### config.mk
export PLATFORM = sky130hd
export DESIGN_NAME = video_composite_top
export DESIGN_NICKNAME = d
export VERILOG_FILES = /design/src/common/video_pkg.sv /design/src/common/video_if.sv /design/src/source/composite_modulator.sv /design/src/source/palette_stage.sv /design/src/source/video_composite_top.sv /design/src/timing/video_timing.sv
export SDC_FILE = /design/constraint.sdc
export NUM_CORES = 1
export LEC_CHECK = 0
export BUFFER_PORTS_ARGS = -buffer_cell sky130_fd_sc_hd__buf_4
export CAP_MARGIN = 10
export CELL_PAD_IN_SITES_DETAIL_PLACEMENT = 0
export CELL_PAD_IN_SITES_GLOBAL_PLACEMENT = 2
export CORE_MARGIN = 10
export CORE_UTILIZATION = 43
export CTS_CLUSTER_DIAMETER = 120
export DETAILED_ROUTE_END_ITERATION = 10
export PLACE_DENSITY_LB_ADDON = 0.1
export SETUP_SLACK_MARGIN = 0.3
export SYNTH_ARGS = -nofsm -noshare
export SYNTH_HDL_FRONTEND = slang
export SYNTH_HIERARCHICAL = 1
export SYNTH_SLANG_ARGS = --single-unit
### constraint.sdc
create_clock -name clk -period 9 [get_ports clk]
set_input_delay 0.9 -clock clk [delete_from_list [all_inputs] [get_ports clk]]
set_output_delay 0.9 -clock clk [all_outputs]
set_load 0.02 [all_outputs]
### src/common/video_pkg.sv
`default_nettype none

package video_pkg;

    typedef logic [10:0] hcount_t;
    typedef logic [10:0] vcount_t;
    typedef logic [3:0]  pal_index_t;
    typedef logic [11:0] rgb12_t;
    typedef logic [3:0]  color4_t;
    typedef logic [5:0]  level6_t;

    // half-lines of field 0, field 1 repeats them after V_FIELD1_LAST
    localparam vcount_t V_EQ1_END     = 11'd5;
    localparam vcount_t V_SYNC_FIRST  = 11'd6;
    localparam vcount_t V_SYNC_LAST   = 11'd11;
    localparam vcount_t V_EQ2_END     = 11'd17;
    localparam vcount_t V_FIELD1_LAST = 11'd524;
    localparam vcount_t V_FRAME_LAST  = 11'd1049;

    // visible half-lines, 240 lines per field
    localparam vcount_t V_ACT0_FIRST  = 11'd42;
    localparam vcount_t V_ACT0_LAST   = 11'd521;
    localparam vcount_t V_ACT1_FIRST  = 11'd568;
    localparam vcount_t V_ACT1_LAST   = 11'd1047;

    // output levels
    localparam level6_t LUMA_SYNC  = 6'd0;
    localparam level6_t LUMA_BLANK = 6'd16;
    localparam level6_t CHROMA_MID = 6'd32;
    localparam level6_t BURST_AMP  = 6'd8;

    // pulse widths in pixel clocks, measured from each half-line start
    localparam hcount_t VSYNC_PULSE_LEN = 11'd678;
    localparam hcount_t EQ_PULSE_LEN    = 11'd58;

endpackage

`default_nettype wire

### src/common/video_if.sv
`timescale 1ns/10ps
`default_nettype none

// flags straight from the counters, same cycle
interface timing_if;
    logic sync_n;
    logic burst;
    logic active;
    logic pix_valid;

    modport source (output sync_n, burst, active, pix_valid);
    modport sink   (input  sync_n, burst, active, pix_valid);
endinterface

// palette output, one cycle behind timing_if
interface pixel_if;
    logic                sync_n;
    logic                burst;
    logic                active;
    video_pkg::rgb12_t   rgb;

    modport source (output sync_n, burst, active, rgb);
    modport sink   (input  sync_n, burst, active, rgb);
endinterface

`default_nettype wire

### src/source/composite_modulator.sv
`timescale 1ns/10ps
`default_nettype none

module composite_modulator (
    input  wire                   clk,
    input  wire                   rst,
    pixel_if.sink                 pix,
    output video_pkg::level6_t    luma,
    output video_pkg::level6_t    chroma,
    output video_pkg::color4_t    rgb_r,
    output video_pkg::color4_t    rgb_g,
    output video_pkg::color4_t    rgb_b,
    output logic                  rgb_sync_n
);

    logic [1:0]          phase;
    video_pkg::color4_t  r, g, b;
    logic [7:0]          y_sum;
    logic signed [6:0]   y4, u, v;
    logic signed [6:0]   ofs;
    logic signed [6:0]   chroma_sum;
    video_pkg::level6_t  luma_next;

    assign r = pix.rgb[11:8];
    assign g = pix.rgb[7:4];
    assign b = pix.rgb[3:0];

    // weighted luma sum, at most 240
    assign y_sum = 8'd5 * {4'd0, r} + 8'd9 * {4'd0, g} + 8'd2 * {4'd0, b};

    assign y4 = $signed({3'b000, y_sum[7:4]});
    assign u  = $signed({3'b000, b}) - y4;
    assign v  = $signed({3'b000, r}) - y4;

    always_comb begin
        if (!pix.sync_n) begin
            luma_next = video_pkg::LUMA_SYNC;
        end else if (pix.active) begin
            luma_next = video_pkg::LUMA_BLANK + {1'b0, y_sum[7:3]};
        end else begin
            luma_next = video_pkg::LUMA_BLANK;
        end
    end

    // square-wave subcarrier, one step per phase
    always_comb begin
        ofs = '0;
        if (pix.active) begin
            case (phase)
                2'd0: ofs = u;
                2'd1: ofs = v;
                2'd2: ofs = -u;
                default: ofs = -v;
            endcase
        end else if (pix.burst) begin
            if (phase == 2'd0) begin
                ofs = $signed({1'b0, video_pkg::BURST_AMP});
            end else if (phase == 2'd2) begin
                ofs = -$signed({1'b0, video_pkg::BURST_AMP});
            end
        end
    end

    assign chroma_sum = $signed({1'b0, video_pkg::CHROMA_MID}) + ofs;

    always_ff @(posedge clk or posedge rst) begin
        if (rst) begin
            phase      <= 2'd0;
            luma       <= video_pkg::LUMA_BLANK;
            chroma     <= video_pkg::CHROMA_MID;
            rgb_r      <= '0;
            rgb_g      <= '0;
            rgb_b      <= '0;
            rgb_sync_n <= 1'b1;
        end else begin
            phase      <= phase + 2'd1;
            luma       <= luma_next;
            chroma     <= chroma_sum[5:0];
            rgb_r      <= pix.active ? r : 4'd0;
            rgb_g      <= pix.active ? g : 4'd0;
            rgb_b      <= pix.active ? b : 4'd0;
            rgb_sync_n <= pix.sync_n;
        end
    end

endmodule

`default_nettype wire

### src/source/palette_stage.sv
`timescale 1ns/10ps
`default_nettype none

module palette_stage (
    input  wire                    clk,
    input  wire                    rst,
    input  wire video_pkg::pal_index_t pixel_index,
    input  wire                    pal_wr,
    input  wire video_pkg::pal_index_t pal_addr,
    input  wire video_pkg::rgb12_t pal_data,
    timing_if.sink                 tim,
    pixel_if.source                pix
);

    video_pkg::rgb12_t pal_mem [16];

    // write port, a same-cycle read still sees the old entry
    always_ff @(posedge clk or posedge rst) begin
        if (rst) begin
            for (int i = 0; i < 16; i++) begin
                pal_mem[i] <= '0;
            end
        end else if (pal_wr) begin
            pal_mem[pal_addr] <= pal_data;
        end
    end

    // lookup and flag delay share one register step
    always_ff @(posedge clk or posedge rst) begin
        if (rst) begin
            pix.rgb    <= '0;
            pix.sync_n <= 1'b1;
            pix.burst  <= 1'b0;
            pix.active <= 1'b0;
        end else begin
            if (tim.pix_valid) begin
                pix.rgb <= pal_mem[pixel_index];
            end else begin
                pix.rgb <= '0;
            end
            pix.sync_n <= tim.sync_n;
            pix.burst  <= tim.burst;
            pix.active <= tim.active;
        end
    end

endmodule

`default_nettype wire

### src/source/video_composite_top.sv
`timescale 1ns/10ps
`default_nettype none

module video_composite_top #(
    parameter int H_SYNC        = 118,
    parameter int H_BACK_PORCH  = 152,
    parameter int H_ACTIVE      = 1280,
    parameter int H_FRONT_PORCH = 38,
    parameter int H_BURST_START = 132,
    parameter int H_BURST_END   = 196
) (
    input  wire                        clk,
    input  wire                        rst,
    input  wire video_pkg::pal_index_t pixel_index,
    input  wire                        pal_wr,
    input  wire video_pkg::pal_index_t pal_addr,
    input  wire video_pkg::rgb12_t     pal_data,
    output logic                       next_frame,
    output logic                       next_line,
    output logic                       next_pixel,
    output logic                       vblank_pulse,
    output logic                       current_field,
    output video_pkg::level6_t         luma,
    output video_pkg::level6_t         chroma,
    output video_pkg::color4_t         rgb_r,
    output video_pkg::color4_t         rgb_g,
    output video_pkg::color4_t         rgb_b,
    output logic                       rgb_sync_n
);

    timing_if tim_bus ();
    pixel_if  pix_bus ();

    video_timing #(
        .H_SYNC        (H_SYNC),
        .H_BACK_PORCH  (H_BACK_PORCH),
        .H_ACTIVE      (H_ACTIVE),
        .H_FRONT_PORCH (H_FRONT_PORCH),
        .H_BURST_START (H_BURST_START),
        .H_BURST_END   (H_BURST_END)
    ) u_timing (
        .clk           (clk),
        .rst           (rst),
        .tim           (tim_bus.source),
        .next_frame    (next_frame),
        .next_line     (next_line),
        .next_pixel    (next_pixel),
        .vblank_pulse  (vblank_pulse),
        .current_field (current_field)
    );

    palette_stage u_palette (
        .clk         (clk),
        .rst         (rst),
        .pixel_index (pixel_index),
        .pal_wr      (pal_wr),
        .pal_addr    (pal_addr),
        .pal_data    (pal_data),
        .tim         (tim_bus.sink),
        .pix         (pix_bus.source)
    );

    composite_modulator u_modulator (
        .clk        (clk),
        .rst        (rst),
        .pix        (pix_bus.sink),
        .luma       (luma),
        .chroma     (chroma),
        .rgb_r      (rgb_r),
        .rgb_g      (rgb_g),
        .rgb_b      (rgb_b),
        .rgb_sync_n (rgb_sync_n)
    );

endmodule

`default_nettype wire

### src/timing/video_timing.sv
`timescale 1ns/10ps
`default_nettype none

module video_timing #(
    parameter int H_SYNC        = 118,
    parameter int H_BACK_PORCH  = 152,
    parameter int H_ACTIVE      = 1280,
    parameter int H_FRONT_PORCH = 38,
    parameter int H_BURST_START = 132,
    parameter int H_BURST_END   = 196
) (
    input  wire       clk,
    input  wire       rst,
    timing_if.source  tim,
    output logic      next_frame,
    output logic      next_line,
    output logic      next_pixel,
    output logic      vblank_pulse,
    output logic      current_field
);

    localparam int H_TOTAL = H_SYNC + H_BACK_PORCH + H_ACTIVE + H_FRONT_PORCH;

    localparam video_pkg::hcount_t H_LAST      = video_pkg::hcount_t'(H_TOTAL - 1);
    localparam video_pkg::hcount_t H_HALF      = video_pkg::hcount_t'(H_TOTAL / 2);
    localparam video_pkg::hcount_t H_SYNC_LEN  = video_pkg::hcount_t'(H_SYNC);
    localparam video_pkg::hcount_t H_ACT_FIRST = video_pkg::hcount_t'(H_SYNC + H_BACK_PORCH);
    localparam video_pkg::hcount_t H_ACT_END   =
        video_pkg::hcount_t'(H_SYNC + H_BACK_PORCH + H_ACTIVE);
    localparam video_pkg::hcount_t H_BST_FIRST = video_pkg::hcount_t'(H_BURST_START);
    localparam video_pkg::hcount_t H_BST_END   = video_pkg::hcount_t'(H_BURST_END);

    video_pkg::hcount_t hcnt;
    video_pkg::vcount_t vcnt;
    video_pkg::vcount_t vrel;
    logic               field;
    logic               frame_armed;

    logic h_last;
    logic h_half_last;
    logic v_last;
    logic h_hsync, h_vsync, h_eq;
    logic h_active, h_burst;
    logic v_sync, v_eq, v_active;
    logic arm_frame;

    assign h_last      = (hcnt == H_LAST);
    assign h_half_last = (hcnt == H_HALF - 11'd1) || h_last;
    assign v_last      = (vcnt == video_pkg::V_FRAME_LAST);

    // vsync and eq pulses repeat at the half-line
    assign h_hsync = (hcnt < H_SYNC_LEN);
    assign h_vsync = (hcnt < video_pkg::VSYNC_PULSE_LEN) ||
                     (hcnt >= H_HALF && hcnt < H_HALF + video_pkg::VSYNC_PULSE_LEN);
    assign h_eq    = (hcnt < video_pkg::EQ_PULSE_LEN) ||
                     (hcnt >= H_HALF && hcnt < H_HALF + video_pkg::EQ_PULSE_LEN);

    assign h_active = (hcnt >= H_ACT_FIRST) && (hcnt < H_ACT_END);
    assign h_burst  = (hcnt >= H_BST_FIRST) && (hcnt < H_BST_END);

    // half-line number relative to the start of the current field
    always_comb begin
        if (vcnt > video_pkg::V_FIELD1_LAST) begin
            vrel = vcnt - (video_pkg::V_FIELD1_LAST + 11'd1);
        end else begin
            vrel = vcnt;
        end
    end

    assign v_sync   = (vrel >= video_pkg::V_SYNC_FIRST) && (vrel <= video_pkg::V_SYNC_LAST);
    assign v_eq     = (vrel <= video_pkg::V_EQ1_END) ||
                      (vrel > video_pkg::V_SYNC_LAST && vrel <= video_pkg::V_EQ2_END);
    assign v_active =
        (vcnt >= video_pkg::V_ACT0_FIRST && vcnt <= video_pkg::V_ACT0_LAST) ||
        (vcnt >= video_pkg::V_ACT1_FIRST && vcnt <= video_pkg::V_ACT1_LAST);

    // half-line class picks the sync pulse shape
    always_comb begin
        if (v_sync) begin
            tim.sync_n = ~h_vsync;
        end else if (v_eq) begin
            tim.sync_n = ~h_eq;
        end else begin
            tim.sync_n = ~h_hsync;
        end
    end

    assign tim.burst     = v_active && h_burst;
    assign tim.active    = v_active && h_active;
    assign tim.pix_valid = h_active;

    assign next_line    = (hcnt == H_ACT_FIRST - 11'd1);
    assign next_pixel   = h_active;
    assign vblank_pulse = h_half_last &&
        (vcnt == video_pkg::V_FIELD1_LAST || vcnt == video_pkg::V_FRAME_LAST);
    assign next_frame   = frame_armed && next_line;

    // end of the half-line just before the first visible one
    assign arm_frame = h_last &&
        (vcnt == video_pkg::V_ACT0_FIRST - 11'd1 || vcnt == video_pkg::V_ACT1_FIRST - 11'd1);

    always_ff @(posedge clk or posedge rst) begin
        if (rst) begin
            hcnt <= '0;
            vcnt <= '0;
        end else begin
            hcnt <= h_last ? '0 : hcnt + 11'd1;
            if (h_half_last) begin
                vcnt <= v_last ? '0 : vcnt + 11'd1;
            end
        end
    end

    // half-lines 0 to 524 belong to field 1 even right after reset
    always_ff @(posedge clk or posedge rst) begin
        if (rst) begin
            field <= 1'b1;
        end else if (h_half_last && v_last) begin
            field <= 1'b1;
        end else if (h_half_last && vcnt == video_pkg::V_FIELD1_LAST) begin
            field <= 1'b0;
        end
    end

    // armed for one line and fires on that line's next_line
    always_ff @(posedge clk or posedge rst) begin
        if (rst) begin
            frame_armed   <= 1'b0;
            current_field <= 1'b0;
        end else if (arm_frame) begin
            frame_armed   <= 1'b1;
            current_field <= field;
        end else if (next_line) begin
            frame_armed   <= 1'b0;
        end
    end

endmodule

`default_nettype wire

* Word level (Yosys, flattened, before mapping)
Cells that the tools add are included.
** Word-level totals
- Register bits after elaboration :: 259
- Bits of input ports :: 23
- Output and inout bits :: 30
- Logic and storage cells :: 135
** Cells by class
- Add/sub/neg operators :: 12
- $mul :: 2
- Magnitude comparators :: 23
- Equal/unequal tests :: 9
- Mux-type cells :: 26
- Bitwise logic cells :: 5
- Reduce and logical (&&, ||, !) cells :: 26
** Operators with widths (count)
- $bwmux 192 :: 1
- $bmux 12 s4 :: 1
- $demux 12 s4 :: 1
- $mux 12 :: 4
- $mux 6 :: 6
- $eq 11x10->1 const B :: 3
- $mux 11 :: 3
- $add 11x1->11 const B :: 2
- $eq 11x11->1 const B :: 2
- $ge 11x10->1 const B :: 2
- $lt 11x10->1 const B :: 2
- $lt 11x11->1 const B :: 2
- $pmux 6 s3 :: 1
- $logic_and 1x1->1 :: 16
- $mux 4 :: 3
- $neg 5->6 :: 2
- $eq 11x6->1 const B :: 1
- $eq 11x9->1 const B :: 1
- $ge 11x3->1 const B :: 1
- $ge 11x6->1 const B :: 1
- $ge 11x8->1 const B :: 1
- $ge 11x9->1 const B :: 1
- $gt 11x10->1 const B :: 1
- $gt 11x4->1 const B :: 1
- 27 further kinds :: 44

* Depth between registers and ports, before layout
Gate-level depths: netlist of run 1.
- Depth in word-level cells :: 8
- Depth in mapped cells :: 21
- Mapped depth without buffers :: 21

* Cells and area by module
Netlist of run 1, hierarchy kept.
** By module, submodules not included
- palette_stage :: times used 1, cells each 660, area each 9504.1 µm², sequential area each 5181.2 µm²
- video_timing :: times used 1, cells each 288, area each 2200.9 µm², sequential area each 626.9 µm²
- composite_modulator :: times used 1, cells each 224, area each 2194.6 µm², sequential area each 679.4 µm²

* Worst setup path after synthesis of run 1
OpenSTA, ideal clock, no wires.
- Path type :: register -> register
- Start point :: register u_palette.pix.rgb[9]
- End point :: register u_modulator.chroma[3]
- Library setup time :: 88 ps
- Arrival time :: 4733 ps
- Required time :: 8912 ps
- Path slack :: 4179 ps
- Stages on the path, launching flop included :: 19
- Path buffers :: 0
- Clock period less this slack :: 4821 ps
- Path through :: dfrtp_1 > ha_1 > ha_1 > inv_1 > fa_1 > fa_1 > inv_1 > ha_1 > and3b_1 > mux2i_1 > nand2_1 > xnor2_1 > ha_1 > a31oi_1 > xnor3_1 > nor3b_1 > xnor2_1 > o21ai_0 > a41oi_1
** Between the ends
- Cells in the longest elaborated chain, start to end :: 8
- Elaborated cells on any way between the ends :: 10
- Those cells by class :: 7 x add/sub; 1 x mul; 2 x mux
** Ends and longest elaborated chain
- start: declaration :: line video_if.sv:22 : modport source (output sync_n, burst, active, rgb);
- start signal: assignment :: line palette_stage.sv:37 : pix.rgb <= pal_mem[pixel_index];
- $mul 3x4->7 :: line composite_modulator.sv:29 : assign y_sum = 8'd5 * {4'd0, r} + 8'd9 * {4'd0, g} + 8'd2 * {4'd0, b};
- $add 7x8->8 :: line composite_modulator.sv:29
- $add 8x5->8 :: line composite_modulator.sv:29
- $sub 4x4->5 (on tied branches) :: line composite_modulator.sv:33, composite_modulator.sv:32
- $neg 5->6 (on tied branches) :: line composite_modulator.sv:53, composite_modulator.sv:52
- $pmux 6 s3 * :: line composite_modulator.sv:49 : case (phase)
- $mux 6 * :: line composite_modulator.sv:48 : if (pix.active) begin
- $add 6x6->6 * :: line composite_modulator.sv:64 : assign chroma_sum = $signed({1'b0, video_pkg::CHROMA_MID}) + ofs;
- via u_modulator.chroma_sum[3] :: line composite_modulator.sv:21 : logic signed [6:0] chroma_sum;
- end signal: assignment :: line composite_modulator.sv:70 : chroma <= video_pkg::CHROMA_MID;
- end signal: assignment :: line composite_modulator.sv:78 : chroma <= chroma_sum[5:0];
- end: declaration :: line composite_modulator.sv:9 : output video_pkg::level6_t chroma,
The timed path passes the listed nets; every way through them passes the cells marked *.
A chain may end at the register's enable or synchronous reset.

* Worst setup path in the final report of run 1
Same ends and word-level chain as after synthesis.

==> results_dict.tcl, run 1 <==
set metrics [dict create \
    placed_cells 1559 \
    rr_worst_depth 18 \
    synth_area_mm2 0.0139 \
    grt-ovfl-total 0 \
    power_frac_comb_pct 13.4 \
    critPathSlowestCell "fa_1" \
    start_kind "flip-flop" \
    postSynthAreaPerCell_um2 11.9 \
    hp-class "reg2reg" \
    outcome "complete, no violations" \
    holdCritStartpoint "u_palette/pix.sync_n" \
    dp_hpwl_um 22300 \
    cts.sinks 259 \
    num_vias 9135 \
    swShare_pct 24.3 \
    p_clk_share_pct 39.0 \
    critPathCaptureType "flip-flop" \
    p_seq_share_pct 47.6 \
    drv.max_cap_violation_count 0 \
    yosysUniqueCellTypes 82 \
    grt_setup_unrepaired "no" \
    power.total_mw 3.08 \
    cp_common_cell "ha_1" \
    switchingPower_mw 0.747 \
    drt_first_pass_iters 5 \
    cp.arrival_ns 5.88 \
    grt_pass1_vias 9289 \
    die-area_mm2 0.0399 \
    criticalPathCategory "reg2reg" \
    final_nets 1256 \
    yosysSeqAreaShare_pct 46.7 \
    drt.antenna.violating_nets 0 \
    pre_cts_ws_ns 3.65 \
    antenna_found_initial 0 \
    post-cts-setup-buffers 0 \
    drive_gt1_share_pct 28.7 \
    die_y_um 200 \
    first_iter_violations 519 \
    rows 65 \
    num_antenna_cells 0 \
    n_fill_cell 2937 \
    setup_tns_ns 0 \
    synth_warnings 6 \
    layoutNonFillerInstCount 1613 \
    crit_chain "ha_1 -> ha_1 -> inv_1 -> fa_1 -> fa_1 -> inv_1 -> ha_1 -> and3b_1 -> mux2i_1 -> nand2_1 -> xnor2_1 -> ha_1 -> a31oi_1 -> xnor3_1 -> nor3b_1 -> xnor2_1 -> o21ai_0 -> a41oi_1" \
    netlist_instances 1172 \
    cts_hold_buf 0 \
    hold_path_depth 0 \
    cts_tree "yes" \
    wl_met3_um 1230 \
    r2r-end "u_modulator/chroma[3]" \
    synth-edff-count 0 \
    fin_crit_sh_pct 60.1 \
    htreeDepth 1 \
    grt_max_degree 135 \
    synthToLayoutAreaGrowth_pct 11.1 \
    root_buffer "clkbuf_16" \
    async_flop_share_pct 100 \
    die_w_um 200 \
    ios 53 \
    worst_slack_ns 3.59 \
    syn_nets 1238 \
    final_hold_viol_count 0 \
    maxSlewViolCount 0 \
    power.internal_mw 2.33 \
    relSlewSlack_pct 31.3 \
    synth-main-ff-cell "dfrtp_1" \
    max_stage_delay_ns 0.62 \
    portBuffers 52 \
    power.leakage_nw 7.02 \
    wire_per_inst_um 21.1 \
    wl_met2_um 16000 \
    routed.top_layer "met4" \
    fin_crit_ns 5.41 \
    clkTransAtPathRegs_ns 0.06 \
    drc 0 \
    fin_worst_skew_ns 0.0207 \
    clk_latency_ns 0.58 \
    synth-seq-cells 259 \
    core_area_mm2 0.0317 \
    setup_viol 0 \
    avgViaCountPerCell 5.66 \
    reg2reg_from "u_palette/pix.rgb[9]" \
    gp_congestion 0.781 \
    start_util_pct 43.8 \
    worstMarginPinSlew_ns 1.03 \
    rrSetupSlack_ns 3.59 \
    max_freq_ghz 0.185 \
    wl_um 34000 \
    track_usage_pct 17.1 \
    hold_end "u_modulator/rgb_sync_n" \
    required_ns 9.47 \
    power_density_mw_per_mm2 199 \
    cts_buffer_depth 3 \
    cts_buffers 31 \
    cts_resized 0 \
    wl_met1_um 16000 \
    grt_first_pass_wirelength_um 53600 \
    ir_drop_uv 143 \
    path_max_fanout 8 \
]
-- sequential cells by signal, summed over array words and instances (netlist names) --
name / count
u_palette/pal_mem: 192
u_timing/vcnt: 11
u_modulator/rgb_r: 4
u_modulator/rgb_b: 4
u_timing/current_field: 1
u_timing/field: 1
u_modulator/rgb_g: 4
u_palette/pix.active: 1
u_modulator/luma: 6
u_modulator/chroma: 6
u_timing/frame_armed: 1
u_modulator/phase: 2
u_palette/pix.rgb: 12
u_palette/pix.burst: 1
u_timing/hcnt: 11
u_palette/pix.sync_n: 1
u_modulator/rgb_sync_n: 1
-- cell usage after synthesis, drive strengths merged (4+ instances only) --
library cell	count	area [µm²]
mux4	8	180
nand4	5	31.3
nor3b	8	65.1
buf	41	309
a21o	4	30.0
mux2	194	2300
xor2	7	61.3
o21a	4	30.0
a311oi	5	61.3
clkbuf	42	158
dfstp	5	131
dfrtp	254	6360
a22oi	43	323
nand2	52	198
nor3	23	141
nand2b	18	128
a211oi	5	37.5
mux2i	83	831
and2	11	68.8
a31oi	9	56.3
a21oi	16	83.8
and3	7	48.8
nor4	9	56.3
nor2b	9	56.3
nand3	32	160
inv	49	184
nor2	58	218
or2	5	33.8
ha	35	438
xnor2	16	148
fa	8	160
o21ai	41	205
and3b	4	35.0
or3	8	75.1
o31ai	5	37.5
-- placed cells by master (no fill, tap or decap), types with 6 or more instances in the layout --
master,count
xor2_1,7
nand2b_1,16
clkbuf_8,6
clkbuf_1,10
nor4_1,9
nor3_1,19
fa_1,8
mux2_2,164
and2_1,11
and3_1,6
mux2i_1,83
buf_4,68
dfrtp_1,254
a22oi_1,43
nor3b_1,7
nor2b_1,8
ha_1,35
mux2_4,30
o21ai_0,38
clkbuf_16,31
a31oi_1,9
xnor2_1,15
inv_1,48
mux4_2,8
nand3_1,32
nor2_1,57
nand2_1,51
a21oi_1,15
-- critical path: cells and delay by family, from the launching register on --
kind,cells,cell delay (ns)
adders and majority gates,6,2.24
xor gates and xnor gates,3,0.72
muxes,1,0.50
DFF,1,0.47
and+or+nand+nor,3,0.75
buffers and inverters,2,0.11
AOI/OAI and AO/OA,3,0.53
-- through the flow --
step / utilization (%) / area, µm² / hold WS, ns
after global routing: 48.7 / 15400 / 0.424
after floorplan: - / 13900 / 0.365
after CTS: 48.7 / 15400 / 0.422
final: 48.7 / 15400 / 0.422
after detailed placement: 45.6 / 14500 / 0.410
after global placement: 45.6 / 14500 / 0.418
-- cell type report --
type                    instances  area [µm²]  area share (%)
clock buffers                  47         896            5.80
clock inverters                 7        83.8           0.543
inverters                      50         195            1.26
multi-input cells             780        6760            43.8
flip-flops and latches        259        6490            42.0
well taps                     402         503            3.26
repair buffers                 68         510            3.31
-- kinds of logic (layout without fill, tap and decap cells) --
| kind of cell | Yosys count | in the layout | synth area share (%) |
|---|---|---|---|
| AOI/OAI and AO/OA | 165 | 165 | 8.43 |
| xor gates and xnor gates | 25 | 25 | 1.83 |
| adders and majority gates | 43 | 43 | 4.30 |
| buffers and inverters | 133 | 172 | 4.71 |
| DFF | 259 | 259 | 46.7 |
| muxes | 285 | 285 | 23.8 |
| and+or+nand+nor | 262 | 262 | 10.3 |
-- layer usage --
layer	GRT usage, %	vias up
met5	0	-
met4	4.85	0
met3	2.19	50
met2	27.7	180
met1	23.6	4650
li1	-	4255
-- power by group through the flow --
stage / Sequential (mW) / Combinational [mW] / Clock (mW)
after floorplan: 1.45 / 0.349 / 0
after global placement: 1.47 / 0.406 / 0
after detailed placement: 1.48 / 0.418 / 0
after CTS: 1.46 / 0.418 / 1.24
after global routing: 1.49 / 0.453 / 1.29
final: 1.46 / 0.412 / 1.20
-- how the worst max path moves through the flow --
stage,startpoint,endpoint,slack [ns],cells past startpoint
after global placement,u_palette/pix.rgb[9],u_modulator/chroma[3],3.78,18
after CTS,u_palette/pix.rgb[9],u_modulator/chroma[3],3.61,18
after global routing,u_palette/pix.rgb[9],u_modulator/chroma[3],3.29,18
final,u_palette/pix.rgb[9],u_modulator/chroma[3],3.59,18
after detailed placement,u_palette/pix.rgb[9],u_modulator/chroma[3],3.65,18
after floorplan,rst,u_palette/pal_mem[0],2.45,1
Note: power is estimated with default switching activity, not from simulation.
==> inputs of run 2 (changes only) <==
==> constraint.sdc (replaced) <==
create_clock -name clk -period 5.1 [get_ports clk]
set_input_delay 0.51 -clock clk [delete_from_list [all_inputs] [get_ports clk]]
set_output_delay 0.51 -clock clk [all_outputs]
set_load 0.02 [all_outputs]
==> run 2 against run 1 <==
Compared with the run above: final cell count rose by 0.87%; first-iteration DRC count is 5.4% lower; combinational power increased by 77%; routed wire length rose by 1.4%; sequential cell count unchanged; critical path depth did not move; sequential power is 77% higher; worst hold slack lost 0.37 ns; largest power group unchanged; highest routed layer unchanged.
==> results_dict.tcl, run 2 (synthesis gave the netlist of run 1 again) <==
set metrics [dict create \
    start_kind "flip-flop" \
    rr_worst_depth 18 \
    drt_first_pass_iters 5 \
    final_common_cell "dfrtp_1" \
    regMostFlops "u_palette/pal_mem" \
    synthToLayoutAreaGrowth_pct 12.6 \
    fin_worst_skew_ns 0.0192 \
    grt-ovfl-total 0 \
    critPathSlowestCell "fa_1" \
    cts.sinks 259 \
    cp_top_family "adder cells" \
    criticalPathCategory "reg2reg" \
    crit_buf_inv 4 \
    drt.antenna.violating_nets 0 \
    max_freq_ghz 0.216 \
    fin_crit_ns 4.63 \
    cp.arrival_ns 5.10 \
    gp_congestion 0.804 \
    fin_crit_sh_pct 90.8 \
    maxSlewViolCount 0 \
    dp_hpwl_um 22400 \
    pre_cts_ws_ns 0.0664 \
    worst_slack_ns 0.469 \
    outcome "complete, no violations" \
    worst-path-stages 18 \
    start_util_pct 43.8 \
    num_antenna_cells 0 \
    crit_chain "ha_4 -> ha_4 -> inv_2 -> fa_1 -> fa_1 -> buf_4 -> fa_1 -> xnor2_1 -> buf_4 -> ha_1 -> inv_1 -> ha_1 -> a31oi_1 -> xnor3_2 -> nand3_1 -> nor3b_1 -> o21ai_0 -> a41oi_1" \
    path_max_fanout 4 \
    power.leakage_nw 7.10 \
    largest_reg_flops 192 \
    root_buffer "clkbuf_16" \
    relSlewSlack_pct 27.3 \
    grt_pass1_vias 9540 \
    grt_max_degree 141 \
    htreeDepth 1 \
    ios 53 \
    clkTransAtPathRegs_ns 0.06 \
    die-area_mm2 0.0399 \
    ir_drop_uv 421 \
    cts_hold_buf 0 \
    wire_per_inst_um 21.2 \
    grt_first_pass_wirelength_um 55300 \
    num_vias 9155 \
    portBuffers 52 \
    first_iter_violations 491 \
    drv.max_cap_violation_count 0 \
    rows 65 \
    cp_common_cell "fa_1" \
    rrSetupSlack_ns 0.47 \
    power_density_mw_per_mm2 347 \
    max_stage_delay_ns 0.50 \
    critPathCaptureType "flip-flop" \
    die_w_um 200 \
    grt_setup_unrepaired "yes" \
    wl_um 34500 \
    setup_viol 0 \
    cts_buffers 29 \
    core_area_mm2 0.0317 \
    required_ns 5.57 \
    drc 0 \
    setup_tns_ns 0 \
    die_y_um 200 \
    reg_top3 "u_palette/pal_mem: 192 flops, u_palette/pix.rgb: 12 flops" \
    drive_gt1_share_pct 31.3 \
    final_cell_mix "dfrtp_1 (254), mux2_2 (164), buf_4 (82), mux2i_1 (82), nor2_1 (56)" \
    avgViaCountPerCell 5.63 \
    antenna_found_initial 0 \
    clk_latency_ns 0.56 \
    final_nets 1269 \
    cts_buffer_depth 3 \
    worstMarginPinSlew_ns 1.09 \
    final_hold_viol_count 0 \
    cts_tree "yes" \
    power.total_mw 5.43 \
    track_usage_pct 17.5 \
    hp-class "in2async" \
    holdWs_ns 0.0496 \
]
run 2: cell count changes in the layout (fill, tap and decap cells not counted), sizes merged:
cell,change
buf,+15
clkbuf,-5
clkinv,+5
inv,-2
bufinv,+1
run 2: routing by layer:
| metal | part of all wire, % | global-route usage (%) | up-vias |
|---|---|---|---|
| met4 | 2.2 | 4.68 | 0 |
| met2 | 48 | 29.2 | 167 |
| met3 | 3.1 | 2.06 | 49 |
| li1 | - | - | 4285 |
| met1 | 47 | 23.7 | 4654 |
| met5 | 0 | 0 | - |
run 2: repair_timing:
item	4_1_cts	5_1_grt
setup endpoints to repair	5	5
pin swaps	3	19
gates resized for setup	3	17
buffers inserted	1	6
cloned	0	0
endpoints found under the hold margin	0	0
run 2: area by class of cell:
class	count	area, µm²
inverter	50	191
tap	402	503
multi-input combinational	780	6860
clock inverter	11	120
fill	2891	16100
clock buffer	42	855
sequential	259	6490
timing repair buffer	83	636
run 2: report_power, final:
group	internal [mW]	switching, mW	total (mW)
clock network	1.26	0.849	2.11
logic	0.443	0.287	0.730
registers	2.41	0.174	2.58
total	4.12	1.31	5.43
run 2: path summary, 6_finish.rpt:
path | start | endpoint
min in group clk | pal_data[5] | u_palette/pal_mem[89]
setup / recovery | u_palette/pix.rgb[9] | u_modulator/chroma[3]
hold reg to reg | u_palette/pix.sync_n | u_modulator/rgb_sync_n
setup reg to reg | u_palette/pix.rgb[9] | u_modulator/chroma[3]
max in group asynchronous | rst | u_palette/pal_mem[151]
hold / removal | rst | u_palette/pix.burst
run 2: per-stage QoR:
step           instance area, µm²  utilization, %  std cells
2_1_floorplan               13900               -       1172
3_3_place_gp                14500            45.8       1567
3_5_place_dp                14500            45.8       1567
4_1_cts                     15500            49.0       1621
5_1_grt                     15700            49.4       1627
6_report                    15700            49.4       1627
